`src/rtl/pwo_pkg.sv`:
```
/*
 * Pointwise operation engine shared definitions
 * Widths, the ML-DSA modulus, memory word layout, pipeline latencies
 * and the enumerations used by the control logic
 */

`default_nettype none

package pwo_pkg;

    // ======================================================================
    // Arithmetic and memory layout
    // ======================================================================

    localparam int COEFF_WIDTH     = 23;
    // One zero pad bit above each coefficient in memory
    localparam int SLOT_WIDTH      = 24;
    localparam int COEFFS_PER_WORD = 4;
    localparam int POLY_WORDS      = 64;
    localparam int ADDR_WIDTH      = 15;
    localparam int MEM_DATA_WIDTH  = COEFFS_PER_WORD * SLOT_WIDTH;

    // ML-DSA prime, 2^23 - 2^13 + 1
    localparam logic [COEFF_WIDTH-1:0] PWO_Q = 23'd8380417;

    // Cycles from read strobe to read data
    localparam int SRAM_LATENCY = 1;
    // Register stages inside one arithmetic lane
    localparam int LANE_LATENCY = 2;

    // ======================================================================
    // Types
    // ======================================================================

    typedef logic [COEFF_WIDTH-1:0]        coeff_t;
    typedef logic [ADDR_WIDTH-1:0]         mem_addr_t;
    typedef logic [MEM_DATA_WIDTH-1:0]     mem_word_t;
    typedef logic [$clog2(POLY_WORDS)-1:0] word_idx_t;

    typedef enum logic [1:0] {
        PWO_MUL = 2'd0,
        PWO_ADD = 2'd1,
        PWO_SUB = 2'd2
    } pwo_mode_e;

    typedef enum logic {
        IDLE = 1'b0,
        RUN  = 1'b1
    } addr_gen_state_e;

endpackage

`default_nettype wire
```
`src/rtl/pwo_operand_unpack.sv`:
```
/*
 * Operand unpacker
 * Aligns the issue tags with the memory read data, registers the words
 * and splits them into per-lane coefficients with decoded mode flags
 */

`timescale 1ns/1ps
`default_nettype none

module pwo_operand_unpack
    import pwo_pkg::*;
(
    input  logic                             clk,
    input  logic                             reset_n,
    input  logic                             issue_i,
    input  logic                             issue_last_i,
    input  mem_addr_t                        issue_addr_i,
    input  pwo_mode_e                        mode_i,
    input  logic                             accumulate_i,
    input  mem_word_t                        rd_data_a_i,
    input  mem_word_t                        rd_data_b_i,
    input  mem_word_t                        rd_data_c_i,
    output coeff_t [COEFFS_PER_WORD-1:0]     coeff_a_o,
    output coeff_t [COEFFS_PER_WORD-1:0]     coeff_b_o,
    output coeff_t [COEFFS_PER_WORD-1:0]     coeff_c_o,
    output logic                             mul_mode_o,
    output logic                             sub_mode_o,
    output logic                             op_valid_o,
    output logic                             op_last_o,
    output mem_addr_t                        op_addr_o
);

    logic      valid_d [SRAM_LATENCY];
    logic      last_d  [SRAM_LATENCY];
    mem_addr_t addr_d  [SRAM_LATENCY];
    logic      c_sel;

    // Without accumulate the c operand is zero
    assign c_sel = (mode_i == PWO_MUL) && accumulate_i;

    always_ff @(posedge clk or negedge reset_n) begin
        if (!reset_n) begin
            for (int i = 0; i < SRAM_LATENCY; i++) begin
                valid_d[i] <= 1'b0;
                last_d[i]  <= 1'b0;
            end
            op_valid_o <= 1'b0;
            op_last_o  <= 1'b0;
            mul_mode_o <= 1'b0;
            sub_mode_o <= 1'b0;
        end else begin
            // Tag delay matches the memory read latency
            valid_d[0] <= issue_i;
            last_d[0]  <= issue_last_i;
            for (int i = 1; i < SRAM_LATENCY; i++) begin
                valid_d[i] <= valid_d[i-1];
                last_d[i]  <= last_d[i-1];
            end
            op_valid_o <= valid_d[SRAM_LATENCY-1];
            op_last_o  <= last_d[SRAM_LATENCY-1];
            mul_mode_o <= (mode_i == PWO_MUL);
            sub_mode_o <= (mode_i == PWO_SUB);
        end
    end

    always_ff @(posedge clk) begin
        addr_d[0] <= issue_addr_i;
        for (int i = 1; i < SRAM_LATENCY; i++) begin
            addr_d[i] <= addr_d[i-1];
        end
        op_addr_o <= addr_d[SRAM_LATENCY-1];

        // Lane 0 sits in the low slot, pad bit dropped
        for (int i = 0; i < COEFFS_PER_WORD; i++) begin
            coeff_a_o[i] <= rd_data_a_i[i*SLOT_WIDTH +: COEFF_WIDTH];
            coeff_b_o[i] <= rd_data_b_i[i*SLOT_WIDTH +: COEFF_WIDTH];
            coeff_c_o[i] <= c_sel ? rd_data_c_i[i*SLOT_WIDTH +: COEFF_WIDTH] : '0;
        end
    end

endmodule

`default_nettype wire

```
`config.mk`:
```
export PLATFORM = sky130hd
export DESIGN_NAME = pwo_operand_unpack
export DESIGN_NICKNAME = d
export VERILOG_FILES = /design/src/rtl/pwo_pkg.sv /design/src/rtl/pwo_operand_unpack.sv
export SDC_FILE = /design/constraint.sdc
export NUM_CORES = 1
export LEC_CHECK = 0
export BUFFER_PORTS_ARGS = -buffer_cell sky130_fd_sc_hd__buf_2
export CAP_MARGIN = 30
export CORE_AREA = 2 2 236 238
export DETAILED_ROUTE_END_ITERATION = 16
export DIE_AREA = 0 0 238 240
export GPL_TIMING_DRIVEN = 1
export HOLD_SLACK_MARGIN = 0.08
export REMOVE_ABC_BUFFERS = 1
export SYNTH_ARGS = -nofsm -noshare
export SYNTH_HDL_FRONTEND = slang
export SYNTH_SLANG_ARGS = --single-unit
```
`constraint.sdc`:
```
create_clock -name clk -period 0.8 [get_ports clk]
set_input_delay 0.16 -clock clk [delete_from_list [all_inputs] [get_ports clk]]
set_output_delay 0.16 -clock clk [all_outputs]
set_load 0.005 [all_outputs]
```
# Word level (Yosys, flattened, before mapping)

Memory sizes are Yosys's and may differ from the RTL's. A register that Yosys moved wholly into a read port is not among the register bits.
Cells that the tools add are included.

Register bits: 282
RAM bits: 15
Input bits: 310
Output and inout port bits: 295
Logic and storage cells: 22
Memories: 1

Memories:

| memory | words | bits a word | read ports | clocked after Yosys merged registers in | write ports | line                     | text |
|---|---|---|---|---|---|---|---|
| addr_d | 1     | 15          | 1          | 1                                       | 1           | pwo_operand_unpack.sv:35 | `mem_addr_t addr_d [SRAM_LATENCY];` |

Eq/ne operators: 1
Reduce and logical (&&, ||, !) cells: 2

Operators by type and width:

| kind                                        | number |
|---|---|
| 2-bit equality test (second input constant) | 1 |
| 2-bit zero test                             | 1 |
| 1-bit logical AND                           | 1 |

# Depth between registers and ports, before layout

Word-level depth: 2
Gate-level depth with buffers: 3
Gate-level depth less buffers: 1

# Least setup slack after synthesis

Ideal clock, no wire load.

Path type: input to register
Start point: input accumulate_i
End point: register coeff_c_o[77] (netlist bit)
Setup time: 117 ps
Data arrival time: 652 ps
Required time: 683 ps
Setup slack: 30 ps
Cell stages on the path: 3
Path buffers: 2
Cells stage by stage: buf_4 -> buf_2 -> and4bb_2

Cells in the longest elaborated chain, start to end: 1

RTL lines:

| what                          | line                     | text |
|---|---|---|
| start, declared               | pwo_operand_unpack.sv:19 | `input logic accumulate_i,` |
| 1-bit logical AND             | pwo_operand_unpack.sv:39 | `assign c_sel = (mode_i == PWO_MUL) && accumulate_i;` |
| end signal, assigned by index | pwo_operand_unpack.sv:77 | `coeff_c_o[i] <= c_sel ? rd_data_c_i[i*SLOT_WIDTH +: COEFF_WIDTH] : '0;` |
| end, declared                 | pwo_operand_unpack.sv:25 | `output coeff_t [COEFFS_PER_WORD-1:0] coeff_c_o,` |

No other way between the ends.
A chain may end at the register's enable or synchronous reset.

# Worst setup path in the final report

Start point: register mul_mode_o
End point: output mul_mode_o

RTL lines:

| what                   | line                     | text |
|---|---|---|
| start, declared        | pwo_operand_unpack.sv:26 | `output logic mul_mode_o,` |
| start signal, assigned | pwo_operand_unpack.sv:61 | `mul_mode_o <= (mode_i == PWO_MUL);` |

No word-level cell between the ends.

==> flow_summary.json <==
{
  "hpwl_mm": 29.5,
  "synth_compound_area_share_pct": 0,
  "drt_iter0_drc": 155,
  "setup_violations": 295,
  "period_minus_slack_ns": 1.26,
  "ys_ff_latch": 312,
  "switching_share_pct": 23.4,
  "area_growth_pct": 123,
  "comb_power_share_pct": 9.7,
  "synth.largest_area_cell": "dfxtp_1",
  "cp_slowest_stage_delay_ns": 0.39,
  "ir_drop_mv": 1.20,
  "critical-path-top-delay-family": "flip-flops",
  "grt-ovfl-total": 0,
  "antenna_found_initial": 15,
  "r2r_slack_ns": 0.33,
  "vias_per_cell": 3.48,
  "cp.depth": 1,
  "grt_pass1_wl_mm": 52.3,
  "outcome": "finished, violations left",
  "clk_path_buf_depth": 3,
  "clkPwrFrac_pct": 47.5,
  "final_util_pct": 30.6,
  "setup_ws_ns": -0.455,
  "min_from": "mode_i[1]",
  "p_sw_w": 0.00908,
  "final_hold_viol_count": 3,
  "fillCellCount": 5467,
  "end_kind": "output pin",
  "p_leak_nw": 7.64,
  "dr.pass1.iters": 4,
  "r2r-start": "valid_d",
  "cp-start-kind": "flop",
  "violations": "negative hold slack, negative setup slack",
  "postRouteWirelength_mm": 40.1,
  "worst_r2r_path_depth": 0,
  "postSynthCellCount": 436,
  "fp.dieArea_um2": 57100,
  "hp-class": "in -> reg",
  "final_max_slew_viol_count": 0,
  "routedWlPerCell_um": 19.2,
  "crit_start": "mul_mode_o",
  "synthSimpleGateAreaFrac_pct": 13.5,
  "synthTopCellsByArea": "dfxtp_1 81%, nor4bb_1 8.8%, and4bb_2 3.7%, dfrtp_1 2.0%, buf_6 1.9%",
  "fmax_mhz": 797,
  "fin_hold_ws_ns": -0.0120,
  "grt.total_usage_pct": 12.9,
  "worst_clock_skew_ns": 0.00484,
  "synth_mux_area_share_pct": 0,
  "synth_top_family_by_area": "simple AND/OR/NAND/NOR gates",
  "drv_cap": 0,
  "ant_nets": 0,
  "row_count": 86,
  "min_delay_path_depth": 3,
  "netlist_area_um2": 7520,
  "slowest_stage": "dfrtp_1",
  "p_int_w": 0.0298,
  "cp_cell_sequence": "buf_2",
  "cts_buffers": 40,
  "htreeDepth": 2,
  "synth_top_area_share_pct": 81.4,
  "grt_pass1_vias": 8013,
  "min_period_over_period_pct": 157,
  "rsz0062_at_grt": "true",
  "core_region_area_um2": 54700,
  "cts_sinks": 312,
  "cts_root_buffer": "clkbuf_16",
  "grt_max_degree": 65,
  "yosysWarnings": 0,
  "cp.required_ns": 0.64,
  "cp_max_fo": 1,
  "final_area_um2": 16700,
  "crit_buf_inv": 1,
  "stdcell_count": 2091,
  "ys_seq_area_share_pct": 83.4,
  "clk_pin_slew_ns": 0.06,
  "initial_core_util_pct": 13.8,
  "cts_tree": "done",
  "fp.dieW_um": 238,
  "relSlewSlack_pct": 77.0,
  "syn_area_per_cell_um2": 17.3,
  "top_level_ports": 605,
  "dpl.cell_count": 1714,
  "drive_gt1_share_pct": 63.5,
  "arrival_ns": 1.10,
  "path_class": "reg -> out",
  "drc": 0,
  "gp_congestion": 0.715,
  "clk_latency_ns": 0.56,
  "total_power_w": 0.0389,
  "io_buffers": 592,
  "die_h_um": 240,
  "synthAdderAreaFrac_pct": 0,
  "pwr_density_cell_nw_per_um2": 2320,
  "ys_types": 13,
  "synthXorXnorAreaFrac_pct": 0,
  "place_area_um2": 11300,
  "final_nets": 1656,
  "pre_cts_ws_ns": -0.138,
  "worstMarginPinSlew_ns": 0.341,
  "vias": 7271,
  "sequentialPowerShare_pct": 42.8
}
-- metal layers --
layer,GRT usage [%],vias up,wire [um]
li1,-,3339,-
met2,22.9,409,20400
met4,6.44,10,1570
met5,0,-,72
met1,12.8,3419,13800
met3,5.63,94,4140
-- state kept, by name, summed over array words and instances, names as in the netlist --
register and flops:
coeff_a_o 92, coeff_b_o 92, coeff_c_o 92, addr_d 15
op_addr_o 15, last_d 1, mul_mode_o 1, op_last_o 1
op_valid_o 1, sub_mode_o 1, valid_d 1
-- cell usage after synthesis (all sizes together) --
cell,n
buf,15
nor2,1
dfrtp,6
dfxtp,306
and2b,1
clkbuf,15
and4bb,22
nor4bb,70
-- worst paths after layout --
check,end
max in group asynchronous,op_valid_o
min in group asynchronous,op_last_o
hold / removal,coeff_c_o[15]
hold reg to reg,op_addr_o[10]
setup reg to reg,op_valid_o
setup / recovery,mul_mode_o
-- final cells by class --
| type | instances | area (um2) | share of cell area (%) |
|---|---|---|---|
| Clock inverter | 21 | 238 | 1.42 |
| Sequential cell | 312 | 6500 | 38.8 |
| Tap cell | 704 | 881 | 5.26 |
| Antenna cell | 10 | 25.0 | 0.149 |
| Timing Repair Buffer | 898 | 6970 | 41.6 |
| Clock buffer | 52 | 1120 | 6.66 |
| Multi-Input combinational cell | 94 | 1010 | 6.04 |
-- placed cells by master (no fill, tap or decap), types with 6 or more instances in the layout --
| cell | instances |
|---|---|
| and4bb_2 | 22 |
| buf_4 | 7 |
| clkbuf_8 | 7 |
| buf_2 | 446 |
| buf_6 | 143 |
| dfxtp_1 | 128 |
| nor4bb_1 | 66 |
| clkinv_2 | 6 |
| clkbuf_16 | 40 |
| diode_2 | 10 |
| dfxtp_2 | 176 |
| dfrtp_1 | 6 |
| dlygate4sd3_1 | 296 |
-- kinds of logic (layout without fill, tap and decap cells) --
kind of cell | Yosys count | in the layout
buffers and inverters | 30 | 971
DFF | 312 | 312
other | 0 | 10
and+or+nand+nor | 94 | 94
-- worst min-delay path, stage by stage --
cell and delay, ns:
buf_4 0.13, buf_4 0.16, nor4bb_1 0.05
-- stage by stage --
stage,TNS (ns),hold WS [ns]
floorplan,0,-0.136
global placement,-3.16,-0.000388
detailed placement,-6.65,0.00143
CTS,-114.56,-0.0460
global route,-113.85,-0.00580
finish,-101.54,-0.0120
-- repair_timing --
item                                    4_1_cts  5_1_grt
endpoints found under the setup margin      295      301
hold endpoints to repair                    300       49
gates resized for setup                     210      151
buffers inserted                              0        0
hold buffers                                296        1
-- power by group through the flow --
| stage | logic [W] | registers, W | clock network [W] |
|---|---|---|---|
| 2_1_floorplan | 0.000213 | 0.0169 | 0 |
| 3_3_place_gp | 0.00215 | 0.0168 | 0 |
| 3_5_place_dp | 0.00219 | 0.0168 | 0 |
| 4_1_cts | 0.00360 | 0.0166 | 0.0190 |
| 5_1_grt | 0.00402 | 0.0167 | 0.0196 |
| 6_report | 0.00376 | 0.0166 | 0.0185 |
Power figures use the tool's default switching activity.
