==> config.mk <==
export PLATFORM = sky130hd
export DESIGN_NAME = pwo_addr_gen
export DESIGN_NICKNAME = d
export VERILOG_FILES = /design/src/rtl/pwo_pkg.sv /design/src/rtl/pwo_addr_gen.sv
export SDC_FILE = /design/constraint.sdc
export NUM_CORES = 1
export LEC_CHECK = 0
export BUFFER_PORTS_ARGS = -buffer_cell sky130_fd_sc_hd__buf_4
export CORE_MARGIN = 3
export CORE_UTILIZATION = 52
export CTS_BUF_LIST = sky130_fd_sc_hd__clkbuf_8
export CTS_CLUSTER_SIZE = 20
export DETAILED_ROUTE_END_ITERATION = 16
export GPL_ROUTABILITY_DRIVEN = 0
export GPL_TIMING_DRIVEN = 0
export MAX_ROUTING_LAYER = met4
export PLACE_DENSITY = 0.92
export SETUP_SLACK_MARGIN = 0.02
export SLEW_MARGIN = 0
export SYNTH_ARGS = -nofsm -noshare
export SYNTH_HDL_FRONTEND = slang
export SYNTH_SLANG_ARGS = --single-unit
==> constraint.sdc <==
create_clock -name clk -period 2.78 [get_ports clk]
set_input_delay 0 -clock clk [delete_from_list [all_inputs] [get_ports clk]]
set_output_delay 0 -clock clk [all_outputs]
set_load 0.01 [all_outputs]
==> src/rtl/pwo_pkg.sv <==
/*
 * Pointwise operation engine shared definitions
 * Widths, the ML-DSA modulus, memory word layout, pipeline latencies
 * and the enumerations used by the control logic
 */

`default_nettype none

package pwo_pkg;

    // ======================================================================
    // Arithmetic and memory layout
    // ======================================================================

    localparam int COEFF_WIDTH     = 23;
    // One zero pad bit above each coefficient in memory
    localparam int SLOT_WIDTH      = 24;
    localparam int COEFFS_PER_WORD = 4;
    localparam int POLY_WORDS      = 64;
    localparam int ADDR_WIDTH      = 15;
    localparam int MEM_DATA_WIDTH  = COEFFS_PER_WORD * SLOT_WIDTH;

    // ML-DSA prime, 2^23 - 2^13 + 1
    localparam logic [COEFF_WIDTH-1:0] PWO_Q = 23'd8380417;

    // Cycles from read strobe to read data
    localparam int SRAM_LATENCY = 1;
    // Register stages inside one arithmetic lane
    localparam int LANE_LATENCY = 2;

    // ======================================================================
    // Types
    // ======================================================================

    typedef logic [COEFF_WIDTH-1:0]        coeff_t;
    typedef logic [ADDR_WIDTH-1:0]         mem_addr_t;
    typedef logic [MEM_DATA_WIDTH-1:0]     mem_word_t;
    typedef logic [$clog2(POLY_WORDS)-1:0] word_idx_t;

    typedef enum logic [1:0] {
        PWO_MUL = 2'd0,
        PWO_ADD = 2'd1,
        PWO_SUB = 2'd2
    } pwo_mode_e;

    typedef enum logic {
        IDLE = 1'b0,
        RUN  = 1'b1
    } addr_gen_state_e;

endpackage

`default_nettype wire
==> src/rtl/pwo_addr_gen.sv <==
/*
 * Read address generator
 * Walks the 64 word indices after a start strobe, issues one read per cycle
 * to the operand memories and tracks busy until the final write completes
 */

`timescale 1ns/1ps
`default_nettype none

module pwo_addr_gen
    import pwo_pkg::*;
(
    input  logic      clk,
    input  logic      reset_n,
    input  logic      start_i,
    input  pwo_mode_e mode_i,
    input  logic      accumulate_i,
    input  mem_addr_t base_a_i,
    input  mem_addr_t base_b_i,
    input  mem_addr_t base_c_i,
    output logic      rd_en_a_o,
    output logic      rd_en_b_o,
    output logic      rd_en_c_o,
    output mem_addr_t rd_addr_a_o,
    output mem_addr_t rd_addr_b_o,
    output mem_addr_t rd_addr_c_o,
    output logic      issue_o,
    output logic      issue_last_o,
    output mem_addr_t issue_addr_o,
    output logic      busy_o,
    input  logic      done_i
);

    addr_gen_state_e state_q;
    word_idx_t       idx_q;
    logic            busy_q;
    logic            rd_en_q;
    logic            rd_en_c_q;
    logic            last_q;
    mem_addr_t       addr_a_q;
    mem_addr_t       addr_b_q;
    mem_addr_t       addr_c_q;
    logic            launch;
    logic            issue_now;
    logic            idx_at_end;

    // A start is only taken when nothing is in flight
    assign launch     = start_i && !busy_q;
    assign issue_now  = (state_q == RUN) || launch;
    assign idx_at_end = (idx_q == word_idx_t'(POLY_WORDS - 1));

    always_ff @(posedge clk or negedge reset_n) begin
        if (!reset_n) begin
            state_q   <= IDLE;
            idx_q     <= '0;
            busy_q    <= 1'b0;
            rd_en_q   <= 1'b0;
            rd_en_c_q <= 1'b0;
            last_q    <= 1'b0;
            addr_a_q  <= '0;
            addr_b_q  <= '0;
            addr_c_q  <= '0;
        end else begin
            rd_en_q   <= issue_now;
            // Accumulator memory is read only for multiply-accumulate
            rd_en_c_q <= issue_now && (mode_i == PWO_MUL) && accumulate_i;
            last_q    <= issue_now && idx_at_end;

            if (issue_now) begin
                addr_a_q <= base_a_i + mem_addr_t'(idx_q);
                addr_b_q <= base_b_i + mem_addr_t'(idx_q);
                addr_c_q <= base_c_i + mem_addr_t'(idx_q);
                // Wraps back to zero after the last word
                idx_q    <= idx_q + 1'b1;
            end

            case (state_q)
                IDLE:    if (launch) state_q <= RUN;
                RUN:     if (idx_at_end) state_q <= IDLE;
                default: state_q <= IDLE;
            endcase

            if (launch) begin
                busy_q <= 1'b1;
            end else if (done_i) begin
                busy_q <= 1'b0;
            end
        end
    end

    assign rd_en_a_o    = rd_en_q;
    assign rd_en_b_o    = rd_en_q;
    assign rd_en_c_o    = rd_en_c_q;
    assign rd_addr_a_o  = addr_a_q;
    assign rd_addr_b_o  = addr_b_q;
    assign rd_addr_c_o  = addr_c_q;
    // Results go back to the accumulator word that was read
    assign issue_o      = rd_en_q;
    assign issue_last_o = last_q;
    assign issue_addr_o = addr_c_q;
    assign busy_o       = busy_q;

endmodule

`default_nettype wire

======== Word level (Yosys, flattened, before mapping) ========
Index checks and enable logic that the tools add are counted.
Widths: inputs -> output; s select.
storage, ports and cells
  bits in registers ....................... 56
  input bits .............................. 52
  output and inout bits ................... 66
  word-level logic and storage cells ...... 28
operators by class
  add/subtract/negate cells ............... 4
  equal/unequal tests ..................... 1
  mux-type cells .......................... 5
  bitwise operators ....................... 1
  reduce and logical (&&, ||, !) cells .... 8
operator list
  operator             number
  $add 15x6->15        3
  $add 6x1->6 const B  1
  $eq 6x6->1 const B   1
  $logic_and 1x1->1    4
  $mux 1               4
  $logic_not 2->1      1
  $pmux 1 s2           1
  $reduce_bool 2->1    1
  $logic_not 1->1      1
  $logic_or 1x1->1     1
  $not 1->1            1

======== Depth between registers and ports, before layout ========
  depth in word-level cells ............... 5
  depth in mapped cells ................... 8

======== Worst setup path after synthesis ========
No wires, ideal clock.
  path type ............................... reg-to-reg
  start point ............................. reg idx_q[0]
  end point ............................... reg addr_c_q[8] (netlist: issue_addr_o[8])
  data arrival time ....................... 2.010 ns
  slack ................................... 0.701 ns
  cell stages (with the launch flop) ...... 9
  buffers on the path ..................... 0
  cell sequence ........................... dfrtp_1 > ha_1 > inv_1 > fa_1 > nor2b_4 > o31a_4 > o21a_1 > or4b_1 > nand3_1
between the ends
  word-level cells in the longest chain between the ends .. 1
RTL lines
  what                      line                source
  start: declaration        pwo_addr_gen.sv:35  word_idx_t idx_q;
  start signal: assignment  pwo_addr_gen.sv:74  idx_q <= idx_q + 1'b1;
  $add 15x6->15             pwo_addr_gen.sv:72  addr_c_q <= base_c_i + mem_addr_t'(idx_q);
  end signal: assignment    pwo_addr_gen.sv:72
  end: declaration          pwo_addr_gen.sv:42  mem_addr_t addr_c_q;
Every way passes these cells.
A chain may end at the register's enable or synchronous reset.

======== Worst setup path after layout ========
  start point ............................. reg idx_q[0]
  end point ............................... reg addr_b_q[14] (netlist: rd_addr_b_o[14])
between the ends
  word-level cells in the longest chain between the ends .. 1
RTL lines
  what                    line                source
  $add 15x6->15           pwo_addr_gen.sv:71  addr_b_q <= base_b_i + mem_addr_t'(idx_q);
  end signal: assignment  pwo_addr_gen.sv:71
  end: declaration        pwo_addr_gen.sv:41  mem_addr_t addr_b_q;
Every way passes these cells.

==> out/qor.yml <==
run_status:
  outcome: "finished, final reports clean"
power_and_ir_drop:
  p_clk_frac: 0.103
  share_comb_of_total_power: 0.573
  power.switching_mw: 1.92
  vdd_drop_max_v: 0.000677
  powerDensity_mw_per_mm2: 974
  p_leak_nw: 2.10
  sw_frac_of_total: 0.428
  seqPwrFrac: 0.324
  p_int_mw: 2.56
worst_setup_path:
  crit_chain: "ha_1 -> fa_1 -> a211oi_1 -> o21ai_0 -> nand3_1 -> xor2_1 -> o21ai_0"
  crit_type: "flop to flop"
  cpMostUsedCell: "o21ai_0"
  max_stage_delay_ns: 0.50
  cp_max_fo: 6
  cpMaxStageDelayCell: "dfrtp_1"
  required_ns: 2.96
  critical_path_arrival_ns: 2.63
  setup.worst_path.start_class: "flop"
  crit_path_end_kind: "flop"
sta:
  finalCritPeriodShare: 0.881
  setup_violations: 0
  min_period_ns: 2.45
  clock_skew_ns: 0.00725
  worstMarginPinSlew_ns: 0.708
  timing.final.ws_setup_ns: 0.330
  slew_violations: 0
  finalHoldViolCount: 0
  fmax_mhz: 408
  fin_setup_tns_ns: 0
  relSlewSlack: 0.528
  rsz0062_at_grt: "false"
  final.hold.worst_slack_ns: 0.00548
run:
  drv_cap: 0
floorplanning:
  rows: 28
  core_mm2: 0.00613
  dieWidth_um: 86.9
  initial_core_util: 0.555
  die_area_mm2: 0.00755
  ioPinCount: 118
  die_h_um: 86.9
synth:
  synthArstFlopShare: 1.00
  syn_avg_cell_area_um2: 9.30
  synthTopCellsByArea: "dfrtp_1 41%, ha_1 7.0%, o21ai_0 6.6%, nand2_1 6.4%, xor2_1 5.7%"
  ys_types: 42
  yosysSeqAreaShare: 0.412
  synth_seq_cells: 56
  synth_top_area_share: 0.412
  ys.flop_type: "dfrtp_1"
  yosysTopAreaCell: "dfrtp_1"
  synth-edff-count: 0
  synthCells: 366
  synth_nets: 440
  netlist_area_mm2: 0.00340
  synth_warnings: 0
layout:
  antenna_cells: 0
  nets: 577
  multiInputGateArea_mm2: 0.00180
  fillers: 425
  syn2layout_area_growth_pct: 35.1
  utilization: 0.750
  drive_gt1_frac: 0.296
  seqCellArea_mm2: 0.00140
clock_network:
  cts_buffers: 5
  cts_repair_resize_count: 0
  cts_tree: "yes"
  htreeDepth: 2
  cts-root-buf: "clkbuf_8"
  path_clk_slew_ns: 0.10
  cts_buffer_depth: 2
  clk_latency_ns: 0.32
  cts.sinks: 56
place:
  dp_slack_ns: 0.416
  port_buffers: 117
  dp_hpwl_mm: 7.15
global_route:
  use_met3: 0.0397
  grt_pass1_wl_mm: 15.6
  grt-ovfl-total: 0
  antenna_found_initial: 0
  use_met1: 0.311
  grt_max_degree: 57
  grt_util_all_layers: 0.270
  gr-max-usage-layer: "met2"
  use_met2: 0.469
  grt_pass1_vias: 3343
detailed_routing:
  dr.pass1.iters: 4
  dr_total_vias: 3341
  via_per_inst: 5.77
  drt_iter0_markers: 271
  ant_nets: 0
  drt_wl_total_mm: 9.79
  drc_errors: 0
  wl_per_cell_um: 16.9
hold_path:
  min_path_type: "primary input to flop"
path summary, 6_finish.rpt:
path,depth (start not counted),slack [ns],to,start
worst max-delay path,7,0.33,rd_addr_b_o[14]$_DFFE_PN0P_,idx_q[0]$_DFFE_PN0P_
worst min-delay path,3,0.005,rd_addr_b_o[11]$_DFFE_PN0P_,base_b_i[11]
worst max register to register,7,0.33,rd_addr_b_o[14]$_DFFE_PN0P_,idx_q[0]$_DFFE_PN0P_
worst min register to register,1,0.49,state_q$_DFF_PN0_,state_q$_DFF_PN0_
max in group asynchronous,2,2.05,rd_addr_b_o[13]$_DFFE_PN0P_,reset_n
min in group asynchronous,2,0.27,busy_o$_DFFE_PN0P_,reset_n
power groups by stage:
stage | Clock (mW) | Sequential (mW) | Combinational (mW)
2_1_floorplan | 0 | 1.51 | 1.42
3_3_place_gp | 0 | 1.43 | 2.41
3_5_place_dp | 0 | 1.45 | 2.50
4_1_cts | 0.466 | 1.44 | 2.54
5_1_grt | 0.504 | 1.50 | 2.82
6_report | 0.462 | 1.45 | 2.57
state kept, by name (all words and copies together) (netlist names):
signal and cells:
state_q 1, rd_addr_a_o 15, busy_o 1, issue_last_o 1, rd_addr_b_o 15, issue_addr_o 15, issue_o 1, rd_en_c_o 1
idx_q 6
critical path: cells and delay by family, from the launching register on:
kind            cells  cell delay [ns]
compound gates      3             0.77
xor+xnor            1             0.14
flops               1             0.50
fa+ha+maj           2             0.71
simple gates        1             0.18
synth_stat cells (2+ instances only):
master,instances
nand2_1,58
or3_1,4
inv_1,6
o2111a_1,3
o211ai_1,2
clkbuf_1,7
a211oi_1,13
nand4_1,4
ha_1,19
a31oi_1,3
nor4_1,2
o21ai_0,45
a211o_1,2
buf_2,2
buf_1,4
o21ai_1,6
fa_1,3
nand3_1,13
and4b_1,2
o21a_1,3
dfrtp_1,56
nor3_1,4
nor2_1,11
o21bai_1,4
and3_1,6
a21oi_1,13
xnor2_1,13
xor2_1,22
o311ai_1,2
a21o_1,6
buf_4,17
per-stage QoR:
stage | instances | area (um^2) | power (mW)
after floorplan | 366 | 3400 | 2.92
after global placement | 558 | 4370 | 3.84
after detailed placement | 558 | 4370 | 3.96
after CTS | 579 | 4600 | 4.45
after global routing | 579 | 4600 | 4.82
final | 579 | 4600 | 4.48
area by class of cell:
type / instances / share of cell area
Buffer: 30 / 0.0389
Clock buffer: 5 / 0.0150
Clock inverter: 3 / 0.00517
Inverter: 7 / 0.00572
Multi-Input combinational cell: 273 / 0.391
Sequential cell: 56 / 0.305
Tap cell: 75 / 0.0204
Timing Repair Buffer: 130 / 0.219
timing repair:
item / in CTS / in global routing
hold buffers: 13 / 0
hold endpoints to repair: 66 / 0
setup buffers: 0 / 0
endpoints found under the setup margin: 0 / 0
per-layer routing:
layer / part of all wire / wire length (um)
met4: 0.032 / 311
met2: 0.52 / 5050
met3: 0.073 / 712
met5: 0 / 0
met1: 0.38 / 3720
cell usage in the layout, fill, tap and decap left out, types with 2 or more instances in the layout:
cell           synthesis  layout
nand4_1                4       4
xor2_1                22      22
o211ai_1               2       2
nand2_1               58      58
and4b_1                2       2
o311ai_1               2       2
or3_1                  4       4
nor2_1                11      11
clkbuf_8               0       5
nor4_1                 2       2
o21bai_1               4       4
inv_1                  6       6
a21o_1                 6       6
a211oi_1              13      13
buf_2                  2       2
nor3_1                 4       4
buf_4                 17     134
clkbuf_1               7       7
o21ai_0               45      45
a31oi_1                3       3
dlygate4sd3_1          0      13
clkinvlp_4             0       2
a211o_1                2       2
ha_1                  19      19
a21oi_1               13      13
fa_1                   3       3
o2111a_1               3       3
xnor2_1               13      13
and3_1                 6       6
o21ai_1                6       6
buf_1                  4       4
nand3_1               13      13
o21a_1                 3       3
dfrtp_1               56      56
cells by family after synthesis:
kind of cell    Yosys count  synth area share
xor+xnor                 35            0.0901
mux                       1           0.00331
simple gates            110             0.153
fa+ha+maj                22            0.0875
buf+inv                  37            0.0603
compound gates          105             0.194
flops                    56             0.412
Note: power is estimated with default switching activity, not from simulation.
