**config.mk**
```make
export PLATFORM = sky130hd
export DESIGN_NAME = pwo_lane
export DESIGN_NICKNAME = d
export VERILOG_FILES = /design/src/rtl/pwo_pkg.sv /design/src/rtl/pwo_lane.sv
export SDC_FILE = /design/constraint.sdc
export NUM_CORES = 2
export LEC_CHECK = 0
export BUFFER_PORTS_ARGS = -buffer_cell sky130_fd_sc_hd__buf_4
export CAP_MARGIN = 20
export CORE_UTILIZATION = 66
export CTS_BUF_LIST = sky130_fd_sc_hd__clkbuf_8 sky130_fd_sc_hd__clkbuf_16
export DETAILED_ROUTE_END_ITERATION = 7
export PLACE_DENSITY_LB_ADDON = 0.12
export SLEW_MARGIN = 20
export SYNTH_ARGS = -nofsm -noshare
export SYNTH_HDL_FRONTEND = slang
export SYNTH_SLANG_ARGS = --single-unit
```
**constraint.sdc**
```tcl
create_clock -name clk -period 12 [get_ports clk]
set_input_delay 2.4 -clock clk [delete_from_list [all_inputs] [get_ports clk]]
set_output_delay 2.4 -clock clk [all_outputs]
set_load 0.1 [all_outputs]
```
**src/rtl/pwo_pkg.sv**
```systemverilog
/*
 * Pointwise operation engine shared definitions
 * Widths, the ML-DSA modulus, memory word layout, pipeline latencies
 * and the enumerations used by the control logic
 */

`default_nettype none

package pwo_pkg;

    // ======================================================================
    // Arithmetic and memory layout
    // ======================================================================

    localparam int COEFF_WIDTH     = 23;
    // One zero pad bit above each coefficient in memory
    localparam int SLOT_WIDTH      = 24;
    localparam int COEFFS_PER_WORD = 4;
    localparam int POLY_WORDS      = 64;
    localparam int ADDR_WIDTH      = 15;
    localparam int MEM_DATA_WIDTH  = COEFFS_PER_WORD * SLOT_WIDTH;

    // ML-DSA prime, 2^23 - 2^13 + 1
    localparam logic [COEFF_WIDTH-1:0] PWO_Q = 23'd8380417;

    // Cycles from read strobe to read data
    localparam int SRAM_LATENCY = 1;
    // Register stages inside one arithmetic lane
    localparam int LANE_LATENCY = 2;

    // ======================================================================
    // Types
    // ======================================================================

    typedef logic [COEFF_WIDTH-1:0]        coeff_t;
    typedef logic [ADDR_WIDTH-1:0]         mem_addr_t;
    typedef logic [MEM_DATA_WIDTH-1:0]     mem_word_t;
    typedef logic [$clog2(POLY_WORDS)-1:0] word_idx_t;

    typedef enum logic [1:0] {
        PWO_MUL = 2'd0,
        PWO_ADD = 2'd1,
        PWO_SUB = 2'd2
    } pwo_mode_e;

    typedef enum logic {
        IDLE = 1'b0,
        RUN  = 1'b1
    } addr_gen_state_e;

endpackage

`default_nettype wire
```
**src/rtl/pwo_lane.sv**
```systemverilog
/*
 * Modular arithmetic lane
 * Stage 1 forms a*b+c, a+b or a-b+Q, stage 2 reduces modulo the ML-DSA prime
 */

`timescale 1ns/1ps
`default_nettype none

module pwo_lane
    import pwo_pkg::*;
(
    input  logic   clk,
    input  logic   reset_n,
    input  coeff_t a_i,
    input  coeff_t b_i,
    input  coeff_t c_i,
    input  logic   mul_mode_i,
    input  logic   sub_mode_i,
    output coeff_t result_o
);

    logic [2*COEFF_WIDTH-1:0] stage1_d;
    logic [2*COEFF_WIDTH-1:0] stage1_q;
    coeff_t                   result_q;

    // Folding uses 2^23 = 2^13 - 1 mod Q, so each pass trades
    // the high part h for (h << 13) - h, which is never negative
    function automatic coeff_t reduce_q(input logic [2*COEFF_WIDTH-1:0] x);
        logic [36:0] r1;
        logic [27:0] r2;
        logic [23:0] r3;
        r1 = 37'(x[COEFF_WIDTH-1:0]) + (37'(x[2*COEFF_WIDTH-1:COEFF_WIDTH]) << 13)
             - 37'(x[2*COEFF_WIDTH-1:COEFF_WIDTH]);
        r2 = 28'(r1[COEFF_WIDTH-1:0]) + (28'(r1[36:COEFF_WIDTH]) << 13)
             - 28'(r1[36:COEFF_WIDTH]);
        r3 = 24'(r2[COEFF_WIDTH-1:0]) + (24'(r2[27:COEFF_WIDTH]) << 13)
             - 24'(r2[27:COEFF_WIDTH]);
        // r3 is below 2Q here
        if (r3 >= 24'(PWO_Q)) begin
            reduce_q = COEFF_WIDTH'(r3 - 24'(PWO_Q));
        end else begin
            reduce_q = COEFF_WIDTH'(r3);
        end
    endfunction

    always_comb begin
        if (mul_mode_i) begin
            stage1_d = (2*COEFF_WIDTH)'(a_i) * (2*COEFF_WIDTH)'(b_i)
                       + (2*COEFF_WIDTH)'(c_i);
        end else if (sub_mode_i) begin
            // Adding Q keeps the difference positive
            stage1_d = (2*COEFF_WIDTH)'(a_i) - (2*COEFF_WIDTH)'(b_i)
                       + (2*COEFF_WIDTH)'(PWO_Q);
        end else begin
            stage1_d = (2*COEFF_WIDTH)'(a_i) + (2*COEFF_WIDTH)'(b_i);
        end
    end

    always_ff @(posedge clk or negedge reset_n) begin
        if (!reset_n) begin
            stage1_q <= '0;
            result_q <= '0;
        end else begin
            stage1_q <= stage1_d;
            result_q <= reduce_q(stage1_q);
        end
    end

    assign result_o = result_q;

endmodule

`default_nettype wire

```
# [Yosys cells after proc, flatten, opt, wreduce, memory -nomap -nowiden]
# Index checks and enable logic that the tools add are counted.
[totals] word_cells=18 register_bits=69 input_bits=73 output_inout_bits=23
[op_classes] n_lt_le_gt_ge=1 multipliers=1 mux=3 add_sub_neg=11
[ops] op="46-bit two-way mux" n=2
[ops] op="46-bit by 23-bit adder with 46-bit output" n=1
[ops] op="23-bit by 23-bit multiplier with 46-bit output" n=1
[ops] op="23-bit by 36-bit adder with 37-bit output" n=1
[ops] op="37-bit by 23-bit subtractor with 37-bit output" n=1
[ops] op="23-bit by 27-bit adder with 28-bit output" n=1
[ops] op="28-bit by 14-bit subtractor with 28-bit output" n=1
[ops] op="24-bit by 24-bit adder with 25-bit output (second input constant)" n=1
[ops] op="23-bit by 18-bit adder with 24-bit output" n=1
[ops] op="23-bit by 23-bit adder with 24-bit output" n=1
[ops] op="24-bit by 23-bit greater-or-equal comparator with 1-bit output (second input constant)" n=1
[ops] op="23-bit by 23-bit subtractor with 24-bit output" n=1
[ops] op="24-bit by 5-bit subtractor with 24-bit output" n=1
[ops] op="23-bit two-way mux" n=1
[ops] op="23-bit subtractor (second input constant)" n=1

# [Longest topological paths before layout]
[logic_depth] depth_word=8 depth_mapped=44 depth_no_buf=43

# [Least setup slack after synthesis]
# No wires, ideal clock.
[synth_path] path_type="flip-flop to flip-flop" startpoint="reg stage1_q[16]" endpoint="reg result_q[9] (netlist: result_o[9])" setup_ns=0.128 t_required_ns=11.872 t_arrival_ns=9.187 period_less_slack_ns=9.315 stages_incl_launch_ff=43 path_buffers=2 slack_ns=2.685 path_cell_list="dfrtp_1 > inv_1 > fa_1 > inv_1 > ha_1 > clkbuf_1 > and4_1 > nor4bb_1 > a2111oi_0 > o21ai_0 > a31oi_1 > o21bai_1 > o211ai_1 > a21oi_1 > a21o_1 > a21o_1 > xnor2_1 > ha_1 > (+7 left out) > o41ai_1 > nand2b_1 > mux2i_1 > xnor2_1 > xor2_1 > ha_1 > o21a_1 > a21o_1 > o211ai_1 > and2_4 > o311ai_0 > nand3_2 > or4_4 > o31ai_4 > buf_6 > and2_1 > nand2_1 > xnor2_1"
[synth_via] elab_chain_cells=8 word_cells_on_any_way=9 cone_classes="add/sub (7); order compare (1); mux (1)"
[synth_rtl] element="start: declaration" line="pwo_lane.sv:23" source="logic [2*COEFF_WIDTH-1:0] stage1_q;"
[synth_rtl] element="start signal: assignment" line="pwo_lane.sv:64" source="stage1_q <= stage1_d;"
[synth_rtl] element="23-bit by 36-bit adder with 37-bit output *" line="pwo_lane.sv:32" source="r1 = 37'(x[COEFF_WIDTH-1:0]) + (37'(x[2*COEFF_WIDTH-1:COEFF_WIDTH]) << 13)"
[synth_rtl] element="37-bit by 23-bit subtractor with 37-bit output *" line="pwo_lane.sv:33" source="- 37'(x[2*COEFF_WIDTH-1:COEFF_WIDTH]);"
[synth_rtl] element="23-bit by 27-bit adder with 28-bit output" line="pwo_lane.sv:34" source="r2 = 28'(r1[COEFF_WIDTH-1:0]) + (28'(r1[36:COEFF_WIDTH]) << 13)"
[synth_rtl] element="28-bit by 14-bit subtractor with 28-bit output *" line="pwo_lane.sv:35" source="- 28'(r1[36:COEFF_WIDTH]);"
[synth_rtl] element="23-bit by 18-bit adder with 24-bit output" line="pwo_lane.sv:36" source="r3 = 24'(r2[COEFF_WIDTH-1:0]) + (24'(r2[27:COEFF_WIDTH]) << 13)"
[synth_rtl] element="24-bit by 5-bit subtractor with 24-bit output *" line="pwo_lane.sv:37" source="- 24'(r2[27:COEFF_WIDTH]);"
[synth_rtl] element="24-bit by 23-bit greater-or-equal comparator with 1-bit output" line="pwo_lane.sv:39" source="if (r3 >= 24'(PWO_Q)) begin"
[synth_rtl] element="23-bit two-way mux *" line="pwo_lane.sv:39"
[synth_rtl] element="end signal: assignment" line="pwo_lane.sv:65" source="result_q <= reduce_q(stage1_q);"
[synth_rtl] element="end: declaration" line="pwo_lane.sv:24" source="coeff_t result_q;"
# Every way passes the cells marked *; elsewhere a longest branch is shown, timed or not.

# [Worst setup path in the final report]
[layout_path] startpoint="reg stage1_q[16]" endpoint="reg result_q[20] (netlist: result_o[20])"
[layout_via] elab_chain_cells=8 word_cells_on_any_way=9 cone_classes="add/sub (7); order compare (1); mux (1)"
[layout_rtl] element="23-bit by 36-bit adder with 37-bit output *" line="pwo_lane.sv:32"
[layout_rtl] element="37-bit by 23-bit subtractor with 37-bit output *" line="pwo_lane.sv:33"
[layout_rtl] element="23-bit by 27-bit adder with 28-bit output" line="pwo_lane.sv:34"
[layout_rtl] element="28-bit by 14-bit subtractor with 28-bit output *" line="pwo_lane.sv:35"
[layout_rtl] element="23-bit by 18-bit adder with 24-bit output" line="pwo_lane.sv:36"
[layout_rtl] element="24-bit by 5-bit subtractor with 24-bit output *" line="pwo_lane.sv:37"
[layout_rtl] element="23-bit subtractor / 24-bit by 23-bit greater-or-equal comparator with 1-bit output (equally long branches)" line="pwo_lane.sv:40, pwo_lane.sv:39"
[layout_rtl] element="23-bit two-way mux *" line="pwo_lane.sv:39"
# Marked as above.

==> impl_metrics.toml <==
[sta]
max_freq_ghz = 0.0909
maxSlewHeadroom_pct = 38.2
setup_viol = 0
post-route-min-period_ns = 11.00
fin_setup_tns_ns = 0
skew_ns = 0.00635
rsz0062_at_grt = "no"
drv_slew = 0
hold_viol = 0
worstMarginPinSlew_ns = 0.924
fin_crit_sh_pct = 91.6

[grt]
grt_max_degree = 70
grt_antenna_before_repair = 2
grt_pass1_wl_um = 128000
grt_overflow_total = 0
grt_use_total_pct = 37.0
grt_pass1_vias = 25000

[synthesis]
synth_xor_area_share_pct = 5.86
synth_edf_count = 0
syn_inst = 3402
synth_fa_ha_area_share_pct = 48.6
muxShareOfSynthArea_pct = 0.256
synthTopCellsByArea = "fa_1 34%, ha_1 15%, inv_1 8.9%"
yosysSeqAreaShare_pct = 6.08
yosys.area.top_type_share_pct = 33.6
synthTopCellsByCount = "673 x inv_1, 479 x nand2_1, 476 x fa_1, 341 x ha_1, 151 x a21oi_1"
synth_area_leader_cell = "fa_1"
ys_ff_latch = 69
synth_most_common_cell = "inv_1"
syn_area_per_cell_um2 = 8.35
synth-main-ff-cell = "dfrtp_1"
yosys.cell_types.count = 91
ys_warn_count = 0
synthSimpleGateAreaFrac_pct = 16.0
synth_area_um2 = 28400
synth-compound-area-share_pct = 12.4
synth_top_family_by_area = "adder cells"
synthArstFlopShare_pct = 100
synth_nets = 4292

[die]
die_x_um = 209
core_area_um2 = 42200
initial_core_util_pct = 67.2
fp.dieH_um = 209
rows = 75
boundaryPins = 96
dieArea_um2 = 43900

[routing]
wl_per_cell_um = 20.1
vias = 23700
wl_um = 79000
drtIter0Drc = 2022
ant_nets = 0
drt_first_pass_iters = 5
vias_per_cell = 6.06
remaining_drc_errors = 0

[clocking]
clockBufferDepth = 2
htree_num_levels = 3
hold_buffers = 0
clkTransAtPathRegs_ns = 0.06
clkSinkCount = 69
cts-buffers-inserted = 9
cts-root-buf = "clkbuf_16"
clk_latency_ns = 0.34
cts_tree = "built"

[worst_setup_path]
cpMostUsedCell = "ha_1"
crit_slowest_cell = "o31ai_4"
path_class = "reg -> reg"
cp_max_fo = 13
critPathMaxStageDelay_ns = 0.61
cp-end-kind = "flop"
critPathLaunchType = "flop"
cp.required_ns = 12.21
critPathArrivalTime_ns = 11.21

[place]
dp_hpwl_um = 65100
place.gp.congestion = 0.980
io_buffers = 95

[cells_and_area]
drive_gt1_share_pct = 4.44
nets = 4265
area_growth_pct = 4.28
nFillCells = 3360

[flow_run]
max_cap_violations = 0

[worst_hold_path]
hold_class = "reg -> reg"

[outcome]
status = "completed"
==> cell usage in the layout (no fill, tap or decap), types with 15 or more instances in the layout <==
cell type  netlist  layout
nand3_1         39      39
o211ai_1        19      19
nand2_1        479     479
inv_1          673     673
and2_1         118     118
xnor2_1        117     117
nor2_1         136     136
o21a_1          21      21
and3_1          15      15
o21bai_1        18      18
dfrtp_1         69      69
nand2b_1        30      30
nor3_1          38      38
a31oi_1         21      21
a211oi_1        22      22
fa_1           476     476
ha_1           341     341
a21oi_1        151     151
o21ai_0        118     118
a21o_1          67      67
nand4_1         20      20
or3_1           19      19
xor2_1          71      71
buf_4            3      97
==> state kept, by name, indices dropped and copies added (netlist names) <==
name and flops:
result_o 23, stage1_q 46
==> path summary, 6_finish.rpt <==
check / start / endpoint / slack [ns] / cells past startpoint
worst max-delay path: stage1_q[16] / result_o[20] / 1.00 / 40
worst min-delay path: stage1_q[23] / result_o[0] / 1.18 / 4
worst max register to register: stage1_q[16] / result_o[20] / 1.00 / 40
worst min register to register: stage1_q[23] / result_o[0] / 1.18 / 4
max in group asynchronous: reset_n / stage1_q[33] / 9.27 / 1
min in group asynchronous: reset_n / result_o[17] / 2.15 / 1
==> per-layer routing <==
layer  part of all wire (%)  wire length [um]  track usage [%]  up-vias
li1                       -                 -                -    10700
met1                     40             31500             47.7    11700
met2                     49             38600             63.8     1078
met3                    7.8              6140             5.57      221
met4                    3.4              2700             12.5        2
met5                  0.016                13                0        -
==> area by class of cell <==
class / instances / area, um2 / area share, %
Antenna cell: 1 / 2.50 / 0.00845
Multi-Input combinational cell: 2523 / 23600 / 79.7
Clock buffer: 9 / 225 / 0.761
Timing Repair Buffer: 97 / 728 / 2.46
Inverter: 675 / 2530 / 8.56
Tap cell: 539 / 674 / 2.28
Sequential cell: 69 / 1730 / 5.83
Clock inverter: 7 / 121 / 0.410
==> per-stage QoR <==
step / instance area, um2 / worst slack [ns] / hold slack (ns) / utilization (%) / cells
final: 29600 / 1.00 / 1.18 / 70.1 / 3920
after global routing: 29600 / 0.113 / 1.21 / 70.1 / 3920
after CTS: 29600 / 0.897 / 1.19 / 70.1 / 3919
after detailed placement: 29300 / 0.931 / 1.17 / 69.3 / 3903
after global placement: 29300 / 1.26 / 1.16 / 69.3 / 3903
after floorplan: 28400 / 2.68 / 0.904 / - / 3402
==> kinds of logic after synthesis <==
group                      after synthesis
and+or+nand+nor                        965
adders and majority gates              817
buffers and inverters                  810
AOI/OAI and AO/OA                      545
xor gates and xnor gates               189
DFF                                     69
muxes                                    7
==> worst max-delay path: cells and delay by family (launching register included) <==
family / cells / cell delay (ns)
AO/OA/AOI/OAI: 16 / 4.69
AND/OR/NAND/NOR: 12 / 2.78
flip-flops: 1 / 0.32
XOR/XNOR: 4 / 1.01
multiplexers: 1 / 0.11
buffers and inverters: 2 / 0.10
adder cells (fa/ha/maj): 5 / 1.82
==> repair_timing <==
item                                    4_1_cts  5_1_grt
gates resized for setup                       0        1
setup buffers                                 0        0
endpoints found under the setup margin        0        6
Power is left out: the tool's default activity adds up to more than one toggle a clock period on the data nets, which glitch-free logic cannot reach.
